## src/logic/mpu_defs.svh

```systemverilog
`ifndef MPU_DEFS_SVH
`define MPU_DEFS_SVH

// data and physical address widths.
`define XLEN        32
`define PADDR_LEN   34

// table sizes.
`define PMP_ENTRIES 4'd8
`define PMA_ENTRIES 4'd4

// configuration bytes held by one cfg register.
`define CFG_PER_CSR 4

// pmp csr map.
`define CSR_PMPCFG0_ADDR  12'h3A0
`define CSR_PMPCFG1_ADDR  12'h3A1
`define CSR_PMPCFG2_ADDR  12'h3A2
`define CSR_PMPCFG3_ADDR  12'h3A3
`define CSR_PMPADDR0_ADDR 12'h3B0

// pma csr map.
`define CSR_PMACFG0_ADDR  12'h3C0
`define CSR_PMACFG1_ADDR  12'h3C1
`define CSR_PMACFG2_ADDR  12'h3C2
`define CSR_PMACFG3_ADDR  12'h3C3
`define CSR_PMAADDR0_ADDR 12'h3D0

`endif

```

## src/logic/mpu_access_pkg.sv

```systemverilog
package mpu_access_pkg;

    // kind of access being checked.
    typedef enum logic [1:0] {
        READ  = 2'd0,
        WRITE = 2'd1,
        EXEC  = 2'd2
    } access_e;

    // privilege of the requester.
    typedef enum logic [1:0] {
        USER    = 2'd0,
        MACHINE = 2'd3
    } priv_e;

endpackage

```

## src/logic/mpu_cfg_pkg.sv

```systemverilog
package mpu_cfg_pkg;

    // address-match mode of an entry.
    typedef enum logic [1:0] {
        OFF   = 2'd0,
        TOR   = 2'd1,
        NA4   = 2'd2,
        NAPOT = 2'd3
    } addr_mode_e;

    // protection view of a configuration byte.
    typedef struct packed {
        logic       l;
        logic [1:0] rsvd;
        addr_mode_e a;
        logic       x;
        logic       w;
        logic       r;
    } pmp_cfg_t;

    // attribute view, e marks a region where every access faults.
    typedef struct packed {
        logic       l;
        logic [1:0] rsvd;
        addr_mode_e a;
        logic       rsvd_x;
        logic       c;
        logic       e;
    } pma_cfg_t;

    typedef union packed {
        pmp_cfg_t pmp;
        pma_cfg_t pma;
    } cfg_entry_u;

endpackage

```

## src/logic/mpu_check.sv

```systemverilog
`timescale 1ns/1ps
`include "mpu_defs.svh"

module mpu_check (
    input  logic                               clk,
    input  logic                               rstn,
    input  logic                               chk_valid,
    input  mpu_access_pkg::access_e            chk_type,
    input  mpu_access_pkg::priv_e              chk_priv,
    input  logic                               pmp_hit,
    input  logic [$clog2(`PMP_ENTRIES)-1:0]    pmp_idx,
    input  mpu_cfg_pkg::cfg_entry_u            pmp_cfg [`PMP_ENTRIES],
    input  logic                               pma_hit,
    input  logic [$clog2(`PMA_ENTRIES)-1:0]    pma_idx,
    input  mpu_cfg_pkg::cfg_entry_u            pma_cfg [`PMA_ENTRIES],
    output logic                               res_valid,
    output logic                               res_fault,
    output logic                               res_cacheable
);

    mpu_cfg_pkg::cfg_entry_u pmp_ent;
    mpu_cfg_pkg::cfg_entry_u pma_ent;
    logic                    is_user;
    logic                    perm;
    logic                    pmp_fault;
    logic                    fault;
    logic                    cacheable;

    assign pmp_ent = pmp_cfg[pmp_idx];
    assign pma_ent = pma_cfg[pma_idx];
    assign is_user = (chk_priv != mpu_access_pkg::MACHINE);

    always_comb begin
        case (chk_type)
            mpu_access_pkg::READ:  perm = pmp_ent.pmp.r;
            mpu_access_pkg::WRITE: perm = pmp_ent.pmp.w;
            mpu_access_pkg::EXEC:  perm = pmp_ent.pmp.x;
            default:               perm = 1'b0;
        endcase
    end

    // machine mode is only bound by locked entries and passes on a miss.
    always_comb begin
        if (pmp_hit && (is_user || pmp_ent.pmp.l)) begin
            pmp_fault = !perm;
        end else begin
            pmp_fault = !pmp_hit && is_user;
        end
    end

    assign fault     = pmp_fault || (pma_hit && pma_ent.pma.e);
    assign cacheable = pma_hit && pma_ent.pma.c;

    always_ff @(posedge clk or negedge rstn) begin
        if (!rstn) begin
            res_valid     <= 1'b0;
            res_fault     <= 1'b0;
            res_cacheable <= 1'b0;
        end else begin
            res_valid     <= chk_valid;
            res_fault     <= chk_valid && fault;
            res_cacheable <= chk_valid && cacheable;
        end
    end

endmodule

```

## src/logic/mpu_csr.sv

```systemverilog
`timescale 1ns/1ps
`include "mpu_defs.svh"

module mpu_csr (
    input  logic                    clk,
    input  logic                    rstn,
    input  logic                    csr_wr,
    input  logic [11:0]             csr_waddr,
    input  logic [`XLEN-1:0]        csr_wdata,
    input  logic [11:0]             csr_raddr,
    output logic [`XLEN-1:0]        csr_rdata,
    output mpu_cfg_pkg::cfg_entry_u pmp_cfg  [`PMP_ENTRIES],
    output logic [`PADDR_LEN-3:0]   pmp_addr [`PMP_ENTRIES],
    output mpu_cfg_pkg::cfg_entry_u pma_cfg  [`PMA_ENTRIES],
    output logic [`PADDR_LEN-3:0]   pma_addr [`PMA_ENTRIES]
);

    logic [`PMP_ENTRIES-1:0] pmp_addr_lock;
    logic [`PMA_ENTRIES-1:0] pma_addr_lock;

    // cfg register that holds entry idx.
    function automatic logic [11:0] cfg_csr(input logic [11:0] base, input int idx);
        return 12'(base + idx / `CFG_PER_CSR);
    endfunction

    // w without r is not a legal combination.
    function automatic mpu_cfg_pkg::cfg_entry_u pmp_legal(input logic [7:0] b);
        mpu_cfg_pkg::cfg_entry_u v;
        v = b;
        v.pmp.rsvd = 2'b00;
        v.pmp.w = v.pmp.w & v.pmp.r;
        return v;
    endfunction

    function automatic mpu_cfg_pkg::cfg_entry_u pma_legal(input logic [7:0] b);
        mpu_cfg_pkg::cfg_entry_u v;
        v = b;
        v.pma.rsvd = 2'b00;
        v.pma.rsvd_x = 1'b0;
        return v;
    endfunction

    // entry 0 covers the cacheable low memory, entry 1 the uncached io space above it.
    function automatic mpu_cfg_pkg::cfg_entry_u pma_rst_cfg(input int idx);
        mpu_cfg_pkg::cfg_entry_u v;
        v = '0;
        if (idx < 2) begin
            v.pma.l = 1'b1;
            v.pma.a = mpu_cfg_pkg::TOR;
            v.pma.c = (idx == 0);
        end
        return v;
    endfunction

    function automatic logic [`PADDR_LEN-3:0] pma_rst_addr(input int idx);
        case (idx)
            0:       return (`PADDR_LEN-2)'('h0100_0000);
            1:       return (`PADDR_LEN-2)'('h1000_0000);
            default: return '0;
        endcase
    endfunction

    // an address is frozen by its own lock or by a locked tor entry above it.
    for (genvar i = 0; i < `PMP_ENTRIES; i++) begin : g_pmp_lock
        if (i < `PMP_ENTRIES - 1) begin : g_mid
            assign pmp_addr_lock[i] = pmp_cfg[i].pmp.l |
                (pmp_cfg[i+1].pmp.l & (pmp_cfg[i+1].pmp.a == mpu_cfg_pkg::TOR));
        end else begin : g_last
            assign pmp_addr_lock[i] = pmp_cfg[i].pmp.l;
        end
    end

    for (genvar i = 0; i < `PMA_ENTRIES; i++) begin : g_pma_lock
        if (i < `PMA_ENTRIES - 1) begin : g_mid
            assign pma_addr_lock[i] = pma_cfg[i].pma.l |
                (pma_cfg[i+1].pma.l & (pma_cfg[i+1].pma.a == mpu_cfg_pkg::TOR));
        end else begin : g_last
            assign pma_addr_lock[i] = pma_cfg[i].pma.l;
        end
    end

    always_ff @(posedge clk or negedge rstn) begin
        if (!rstn) begin
            for (int i = 0; i < `PMP_ENTRIES; i++) begin
                pmp_cfg[i]  <= '0;
                pmp_addr[i] <= '0;
            end
        end else if (csr_wr) begin
            for (int i = 0; i < `PMP_ENTRIES; i++) begin
                if (csr_waddr == cfg_csr(`CSR_PMPCFG0_ADDR, i) && !pmp_cfg[i].pmp.l) begin
                    pmp_cfg[i] <= pmp_legal(csr_wdata[(i % `CFG_PER_CSR)*8 +: 8]);
                end
                if (csr_waddr == 12'(`CSR_PMPADDR0_ADDR + i) && !pmp_addr_lock[i]) begin
                    pmp_addr[i] <= csr_wdata[`PADDR_LEN-3:0];
                end
            end
        end
    end

    always_ff @(posedge clk or negedge rstn) begin
        if (!rstn) begin
            for (int i = 0; i < `PMA_ENTRIES; i++) begin
                pma_cfg[i]  <= pma_rst_cfg(i);
                pma_addr[i] <= pma_rst_addr(i);
            end
        end else if (csr_wr) begin
            for (int i = 0; i < `PMA_ENTRIES; i++) begin
                if (csr_waddr == cfg_csr(`CSR_PMACFG0_ADDR, i) && !pma_cfg[i].pma.l) begin
                    pma_cfg[i] <= pma_legal(csr_wdata[(i % `CFG_PER_CSR)*8 +: 8]);
                end
                if (csr_waddr == 12'(`CSR_PMAADDR0_ADDR + i) && !pma_addr_lock[i]) begin
                    pma_addr[i] <= csr_wdata[`PADDR_LEN-3:0];
                end
            end
        end
    end

    // unimplemented registers fall through to zero.
    always_comb begin
        csr_rdata = '0;
        for (int i = 0; i < `PMP_ENTRIES; i++) begin
            if (csr_raddr == cfg_csr(`CSR_PMPCFG0_ADDR, i)) begin
                csr_rdata[(i % `CFG_PER_CSR)*8 +: 8] = pmp_cfg[i];
            end
            if (csr_raddr == 12'(`CSR_PMPADDR0_ADDR + i)) begin
                csr_rdata = `XLEN'(pmp_addr[i]);
            end
        end
        for (int i = 0; i < `PMA_ENTRIES; i++) begin
            if (csr_raddr == cfg_csr(`CSR_PMACFG0_ADDR, i)) begin
                csr_rdata[(i % `CFG_PER_CSR)*8 +: 8] = pma_cfg[i];
            end
            if (csr_raddr == 12'(`CSR_PMAADDR0_ADDR + i)) begin
                csr_rdata = `XLEN'(pma_addr[i]);
            end
        end
    end

endmodule

```

## src/logic/mpu_region_match.sv

```systemverilog
`timescale 1ns/1ps
`include "mpu_defs.svh"

module mpu_region_match #(
    parameter int ENTRIES = 8
) (
    input  mpu_cfg_pkg::cfg_entry_u      cfg      [ENTRIES],
    input  logic [`PADDR_LEN-3:0]        addr_tab [ENTRIES],
    input  logic [`PADDR_LEN-1:0]        addr,
    output logic                         hit,
    output logic [$clog2(ENTRIES)-1:0]   idx
);

    localparam int IW = $clog2(ENTRIES);

    logic [`PADDR_LEN-3:0] word;
    logic [ENTRIES-1:0]    match;

    assign word = addr[`PADDR_LEN-1:2];

    for (genvar i = 0; i < ENTRIES; i++) begin : g_entry
        logic [`PADDR_LEN-3:0] base;
        logic [`PADDR_LEN-3:0] napot_mask;

        // tor starts where the entry below ends.
        if (i == 0) begin : g_first
            assign base = '0;
        end else begin : g_rest
            assign base = addr_tab[i-1];
        end

        // trailing ones plus the first zero give the don't-care bits.
        assign napot_mask = addr_tab[i] ^ (addr_tab[i] + 1'b1);

        // the a field sits at the same place in both views.
        always_comb begin
            case (cfg[i].pmp.a)
                mpu_cfg_pkg::TOR:   match[i] = (word >= base) && (word < addr_tab[i]);
                mpu_cfg_pkg::NA4:   match[i] = (word == addr_tab[i]);
                mpu_cfg_pkg::NAPOT: match[i] = ((word ^ addr_tab[i]) & ~napot_mask) == '0;
                default:            match[i] = 1'b0;
            endcase
        end
    end

    // scan from the top so the lowest matching entry is left.
    always_comb begin
        hit = 1'b0;
        idx = '0;
        for (int i = ENTRIES - 1; i >= 0; i--) begin
            if (match[i]) begin
                hit = 1'b1;
                idx = IW'(i);
            end
        end
    end

endmodule

```

## src/logic/mpu_top.sv

```systemverilog
`timescale 1ns/1ps
`include "mpu_defs.svh"

module mpu_top (
    input  logic                    clk,
    input  logic                    rstn,
    input  logic                    csr_wr,
    input  logic [11:0]             csr_waddr,
    input  logic [`XLEN-1:0]        csr_wdata,
    input  logic [11:0]             csr_raddr,
    output logic [`XLEN-1:0]        csr_rdata,
    input  logic                    chk_valid,
    input  logic [`PADDR_LEN-1:0]   chk_addr,
    input  mpu_access_pkg::access_e chk_type,
    input  mpu_access_pkg::priv_e   chk_priv,
    output logic                    res_valid,
    output logic                    res_fault,
    output logic                    res_cacheable
);

    mpu_cfg_pkg::cfg_entry_u             pmp_cfg  [`PMP_ENTRIES];
    logic [`PADDR_LEN-3:0]               pmp_addr [`PMP_ENTRIES];
    mpu_cfg_pkg::cfg_entry_u             pma_cfg  [`PMA_ENTRIES];
    logic [`PADDR_LEN-3:0]               pma_addr [`PMA_ENTRIES];
    logic                                pmp_hit;
    logic [$clog2(`PMP_ENTRIES)-1:0]     pmp_idx;
    logic                                pma_hit;
    logic [$clog2(`PMA_ENTRIES)-1:0]     pma_idx;

    mpu_csr csr0 (
        .clk       (clk),
        .rstn      (rstn),
        .csr_wr    (csr_wr),
        .csr_waddr (csr_waddr),
        .csr_wdata (csr_wdata),
        .csr_raddr (csr_raddr),
        .csr_rdata (csr_rdata),
        .pmp_cfg   (pmp_cfg),
        .pmp_addr  (pmp_addr),
        .pma_cfg   (pma_cfg),
        .pma_addr  (pma_addr)
    );

    // the tables feed the matchers directly, so a write applies from the next cycle.
    mpu_region_match #(.ENTRIES(`PMP_ENTRIES)) pmp_match (
        .cfg      (pmp_cfg),
        .addr_tab (pmp_addr),
        .addr     (chk_addr),
        .hit      (pmp_hit),
        .idx      (pmp_idx)
    );

    mpu_region_match #(.ENTRIES(`PMA_ENTRIES)) pma_match (
        .cfg      (pma_cfg),
        .addr_tab (pma_addr),
        .addr     (chk_addr),
        .hit      (pma_hit),
        .idx      (pma_idx)
    );

    mpu_check check0 (
        .clk           (clk),
        .rstn          (rstn),
        .chk_valid     (chk_valid),
        .chk_type      (chk_type),
        .chk_priv      (chk_priv),
        .pmp_hit       (pmp_hit),
        .pmp_idx       (pmp_idx),
        .pmp_cfg       (pmp_cfg),
        .pma_hit       (pma_hit),
        .pma_idx       (pma_idx),
        .pma_cfg       (pma_cfg),
        .res_valid     (res_valid),
        .res_fault     (res_fault),
        .res_cacheable (res_cacheable)
    );

endmodule

```

## config.mk

```make
export PLATFORM = sky130hd
export DESIGN_NAME = mpu_top
export DESIGN_NICKNAME = d
export VERILOG_FILES = /design/src/logic/mpu_access_pkg.sv /design/src/logic/mpu_cfg_pkg.sv /design/src/logic/mpu_check.sv /design/src/logic/mpu_csr.sv /design/src/logic/mpu_region_match.sv /design/src/logic/mpu_top.sv
export VERILOG_INCLUDE_DIRS = /design/src /design/src/logic
export SDC_FILE = /design/constraint.sdc
export NUM_CORES = 2
export LEC_CHECK = 0
export BUFFER_PORTS_ARGS = -buffer_cell sky130_fd_sc_hd__buf_2
export CORE_UTILIZATION = 51
export DETAILED_ROUTE_END_ITERATION = 6
export HOLD_SLACK_MARGIN = 0.08
export MAX_ROUTING_LAYER = met4
export PLACE_DENSITY = 0.66
export SETUP_SLACK_MARGIN = 0.4
export SYNTH_ARGS = -nofsm -noshare
export SYNTH_HDL_FRONTEND = slang
export SYNTH_SLANG_ARGS = --single-unit
```

## constraint.sdc

```tcl
create_clock -name clk -period 5.4 [get_ports clk]
set_input_delay 1.08 -clock clk [delete_from_list [all_inputs] [get_ports clk]]
set_output_delay 1.08 -clock clk [all_outputs]
set_load 0.02 [all_outputs]
```

== Word-level counts from Yosys, hierarchy flattened ==
Index checks and enable logic that the tools add are counted.

* Flip-flop bits (word level): 455
* Bits in latches: 0
* Bits in writable memories: 0
* ROM bits: 0
* Input port bits: 98
* Logic and storage cells: 392
* Memories kept: 0

* $add $sub $neg: 12
* $mul: 0
* Divide/modulo/power cells: 0
* Magnitude comparators: 25
* Equality and inequality tests: 81
* Shift operators: 0
* Multiplexer cells: 68
* Bitwise operators: 74
* Reductions and logical operators: 105

{| class="wikitable"
|+ Operators by type and width
! cell !! number
|-
| 32-bit bitwise XOR || 24
|-
| 32-bit by 1-bit adder with 32-bit output (second input constant) || 12
|-
| 32-bit bitwise AND || 12
|-
| 32-bit equality test || 12
|-
| 32-bit zero test || 12
|-
| 32-bit < comparator || 12
|-
| 32-bit two-way mux || 12
|-
| 32-bit NOT || 12
|-
| 12-bit by 10-bit equality test with 1-bit output (second input constant) || 30
|-
| 32-bit greater-or-equal comparator || 10
|-
| 8-bit two-way mux || 14
|-
| 2-bit equality test (second input constant) || 25
|-
| 2-bit AND reduction || 24
|-
| 1-bit logical AND || 42
|-
| 1-bit case mux with 3 select lines || 13
|-
| 32-bit by 1-bit greater-or-equal comparator with 1-bit output (second input constant) || 1
|-
| 2-bit by 1-bit equality test with 1-bit output (second input constant) || 13
|-
| 8-bit binary-select mux with 3-bit select || 1
|-
| 1-bit zero test || 24
|-
| 3-bit two-way mux || 8
|-
| 8-bit binary-select mux with 2-bit select || 1
|-
| 1-bit bitwise AND || 14
|-
| 1-bit two-way mux || 13
|-
| 2-bit two-way mux || 6
|-
| other kinds (8) || 18
|}

== Depth between registers and ports, before layout ==
* Word-level depth: 25
* Gate-level depth with buffers: 17

== Hierarchy ==
Synthesis repeated with hierarchy kept, for this count alone.

* Cells, all modules: 4,173
* Area total of the unflattened synthesis: 38,117.8 µm²

{| class="wikitable"
|+ By module, submodules not included
! module !! times used !! cells an instance !! area an instance (µm²) !! seq. area each (µm²)
|-
| mpu_csr || 1 || 1,844 || 21,981.1 || 11,319.6
|-
| mpu_region_match (pmp_match) || 1 || 1,511 || 10,381.2 || 0.0
|-
| mpu_region_match (pma_match) || 1 || 779 || 5,303.8 || 0.0
|-
| mpu_check || 1 || 39 || 451.7 || 75.1
|}

== Worst setup path after synthesis ==
Ideal clock, no wire load.

* Kind: input -> output
* From: input port csr_raddr[11]
* To: output port csr_rdata[19]
* Data arrival time: 3.731 ns
* Data required time: 4.320 ns
* Path slack: 0.589 ns
* Cell stages on the path: 10
* Path through: nor4_1 -> nand2_1 -> or2_2 -> clkbuf_1 -> nor3_1 -> clkbuf_1 -> a22oi_1 -> nand4_1 -> o21ai_0 -> a32oi_1

* Cells in the longest elaborated chain, start to end: 16
* Elaborated cells on any way between the ends: 30

{| class="wikitable"
|+ Ends and longest elaborated chain
! what !! line !! text
|-
| start, declared || mpu_top.sv:10 || <nowiki>input logic [11:0] csr_raddr,</nowiki>
|-
| 12-bit by 10-bit equality test with 1-bit output || mpu_csr.sv:125 || <nowiki>if (csr_raddr == 12'(`CSR_PMPADDR0_ADDR + i)) begin</nowiki>
|-
| 32-bit two-way mux (2 in a row) || mpu_csr.sv:125 ||
|-
| 8-bit two-way mux || mpu_csr.sv:122 || <nowiki>if (csr_raddr == cfg_csr(`CSR_PMPCFG0_ADDR, i)) begin</nowiki>
|-
| 32-bit two-way mux (4 in a row) || mpu_csr.sv:125 ||
|-
| 8-bit two-way mux || mpu_csr.sv:122 ||
|-
| 32-bit two-way mux (2 in a row) || mpu_csr.sv:125 ||
|-
| 32-bit two-way mux (2 in a row) || mpu_csr.sv:133 || <nowiki>if (csr_raddr == 12'(`CSR_PMAADDR0_ADDR + i)) begin</nowiki>
|-
| 8-bit two-way mux || mpu_csr.sv:130 || <nowiki>if (csr_raddr == cfg_csr(`CSR_PMACFG0_ADDR, i)) begin</nowiki>
|-
| 32-bit two-way mux || mpu_csr.sv:133 ||
|-
| 32-bit two-way mux (*) || mpu_csr.sv:133 ||
|-
| end, declared || mpu_top.sv:11 || <nowiki>output logic [`XLEN-1:0] csr_rdata,</nowiki>
|}

Mark *: on every way between the ends. The rest lies on a longest branch, timed or not.

== Worst setup path after layout ==
* From: input port csr_raddr[6]
* To: output port csr_rdata[30]

* Cells in the longest elaborated chain, start to end: 16
* Elaborated cells on any way between the ends: 30

{| class="wikitable"
|+ Ends and longest elaborated chain
! what !! line
|-
| 12-bit by 10-bit equality test with 1-bit output || mpu_csr.sv:125
|-
| 32-bit two-way mux (3 in a row) || mpu_csr.sv:125
|-
| 8-bit two-way mux || mpu_csr.sv:122
|-
| 32-bit two-way mux (4 in a row) || mpu_csr.sv:125
|-
| 8-bit two-way mux || mpu_csr.sv:122
|-
| 32-bit two-way mux || mpu_csr.sv:125
|-
| 32-bit two-way mux (3 in a row) || mpu_csr.sv:133
|-
| 8-bit two-way mux || mpu_csr.sv:130
|-
| 32-bit two-way mux (*) || mpu_csr.sv:133
|}

Marked as above.

==> run metrics <==
Worst-path clk slew 0.06 ns; multiplexer share of the synthesized area 5.426%; Final Net Count 4994; Reg area 0.01139 sq mm; final setup skew 0.03754 ns; WL final 185.8 mm; Die Y 263.9 um; max-cap violations 0; Synth Flop Type dfrtp_1; clk buf depth 3; Vias 38900; cts hold-fix bufs 0; simple-gate portion of the synthesized area 18.73%; Final Hold Fails 0; sequential share of the synthesized area 32.58%; H-tree depth 2; Commonest cells post-synth nand2_1 (478), dfrtp_1 (448), o21ai_0 (440); initial DRC count 5590; reg2reg path depth 16; Max-slew headroom 13.38%; # rows 95; pin count of the biggest net entering global routing 91; Critical Path Sink csr_rdata[30]; Fmax 0.1981 GHz; Layout Area Growth over Synthesis 17.38%; FF-to-FF Start csr0.pmp_addr[33]; Sink Count 455; DP Cell Count 5312; post-synthesis compound-gate area fraction 22.90%; Remaining DRCs 12; Critical Path RT 4.32 ns; most common cell in the netlist nand2_1; Layout Cells excl Fill 5432; Fillers 6227; router iterations before antenna repair 7; critical path class in -> out; Ys Warns 0; total CTS buffers 56; Synth area leaders dfrtp_1 (32%), ha_1 (14%), o21ai_0 (6.3%), nand2_1 (5.1%), mux2_2 (4.9%); initial antenna violation count 15; CTS tree built; GRT busiest layer met2; failing checks DRC; GRT Util Overall 54.03%; Die ar. 0.06964 sq mm; Worst setup SP type input pin; R2R Setup Slk 0.37 ns; Synth Net Count 4631; Post-Synth XOR/XNOR Area 0.1252%; layout cells sized above 1 17.27%; Worst-Margin Slew 1.286 ns; power per standard cell area 212.8 mW/mm^2; RSZ-0062 raised after global routing true; Critical Path Sink Type output port; async set-reset flop share out of synthesis 100.0%; worst skew pair latency 0.66 ns; setup tns final 0 ns; Hold WC Path Type in -> async; Max Slew Vio Count 0; area fraction of the dominant cell type after synthesis 32.05%; hpwl dp 144.5 mm; vias in the first global route 37050; Vias/cell 7.161; crit path DAT 3.97 ns; Synth cell types 94; GR Util met3 15.69%; Finish-stage setup viols 0; fin crit period 5.047 ns; VDD IR-drop max 0.0002707 V; Synth Area in Adders 14.16%; Yosys reg bits 455; Mean Syn Cell Area 8.455 sq um; Die X 263.9 um; Synth area leader dfrtp_1; per-cell routed wire length 34.20 um; run status complete, but fails checks; met2 Use GR 78.17%; met1 usage 61.10%; Mapped Area 0.03498 sq mm; fin crit share 93.46%; first-pass GRT wire length 260.8 mm; clk root buf clkbuf_16; crit-path max FO 9; Multi-input gate area 0.02168 sq mm; total global routing overflow 0; core area 0.06751 sq mm; Placer Congestion 1.157; Leak 19.77 nW; initial core utilization 51.81%; crit path launch csr_raddr[6]; Final ANT Viol Nets 0; Post-Syn Instances 4137; IO Pins 133; largest family of logic cells by synthesized area compound AO/OA/AOI/OAI gates; I/O Buffers 130; Post-synth EDFFs 0; r2r endpoint check0.res_fault
==> registers in the layout, indices dropped and copies added, names as in the netlist <==
signal                count
check0.res_cacheable      1
check0.res_fault          1
check0.res_valid          1
csr0.pma_addr           128
csr0.pma_cfg             20
csr0.pmp_addr           256
csr0.pmp_cfg             48
==> where the power goes <==
group | leakage [nW] | switching [mW] | internal, mW | total [mW]
logic | 14.0 | 0.769 | 0.339 | 1.11
registers | 4.84 | 0.0382 | 3.43 | 3.47
clock network | 0.964 | 1.70 | 2.46 | 4.16
==> cell families after synthesis <==
| family | after synthesis |
|---|---|
| mux | 170 |
| buf+inv | 562 |
| flops | 455 |
| simple gates | 1305 |
| xor+xnor | 5 |
| compound gates | 1244 |
| fa+ha+maj | 396 |
==> layer usage <==
| layer | vias to the layer above | part of all wire [%] | wire [um] |
|---|---|---|---|
| met1 | 18640 | 34 | 63350 |
| met5 | - | 0 | 0 |
| li1 | 16360 | - | - |
| met3 | 945 | 13 | 23970 |
| met4 | 0 | 11 | 20740 |
| met2 | 2952 | 42 | 77720 |
==> worst min path at each step <==
stage                    endpoint  slack (ns)
2_1_floorplan     csr0.pma_cfg[7]        0.48
3_3_place_gp   csr0.pma_addr[120]        0.52
3_5_place_dp      csr0.pma_cfg[9]        0.52
4_1_cts         csr0.pma_addr[34]        0.52
5_1_grt         csr0.pma_addr[36]        0.53
6_report        csr0.pma_addr[36]        0.48
==> critical path: stages <==
cell      delay [ns]
buf_2           0.19
nand4b_1        0.17
buf_4           0.15
nand2b_2        0.15
nor2_2          0.08
buf_4           0.19
buf_4           0.20
a222oi_1        0.83
nand4_1         0.33
o21ai_0         0.22
a31oi_1         0.14
buf_2           0.22
==> cells in the final DEF, fill, tap and decap left out, types with 41 or more instances in the layout <==
cell / count
mux2_2: 153
a21oi_1: 236
nor4_1: 88
o21ai_0: 433
nand4_1: 137
a31oi_1: 92
buf_4: 305
dfrtp_1: 448
nor2_1: 160
and3_1: 41
nor3_1: 89
nand3_1: 130
inv_1: 407
buf_2: 128
a222oi_1: 56
a21o_1: 44
clkbuf_16: 58
ha_1: 396
nand2_1: 476
==> final cells by class <==
class,instances,share of cell area [%]
tap,873,2.660
inverter,414,3.785
timing repair buffer,453,8.112
sequential,455,27.75
multi-input combinational,3120,52.80
antenna,13,0.07923
clock inverter,29,0.9050
clock buffer,75,3.907
==> metrics by stage <==
step                      hold WS (ns)  utilization, %  area (sq um)  setup WS (ns)  power (mW)
after floorplan                 0.4773               -         34980         0.5893       3.969
after global placement          0.5171           57.61         38900        -0.1054       4.560
after detailed placement        0.5241           57.61         38900       -0.08466       4.567
after CTS                       0.5158           60.58         40900         0.4242       8.652
after global routing            0.5350           60.82         41060         0.2711       8.875
final                           0.4795           60.82         41060         0.3529       8.738
==> repair_timing <==
action | 4_1_cts | 5_1_grt
endpoints found under the setup margin | 6 | 26
setup buffers | 0 | 2
resized for setup | 5 | 26
pin swaps | 1 | 8
gates cloned | 0 | 1
(Power assumes the default switching activity.)
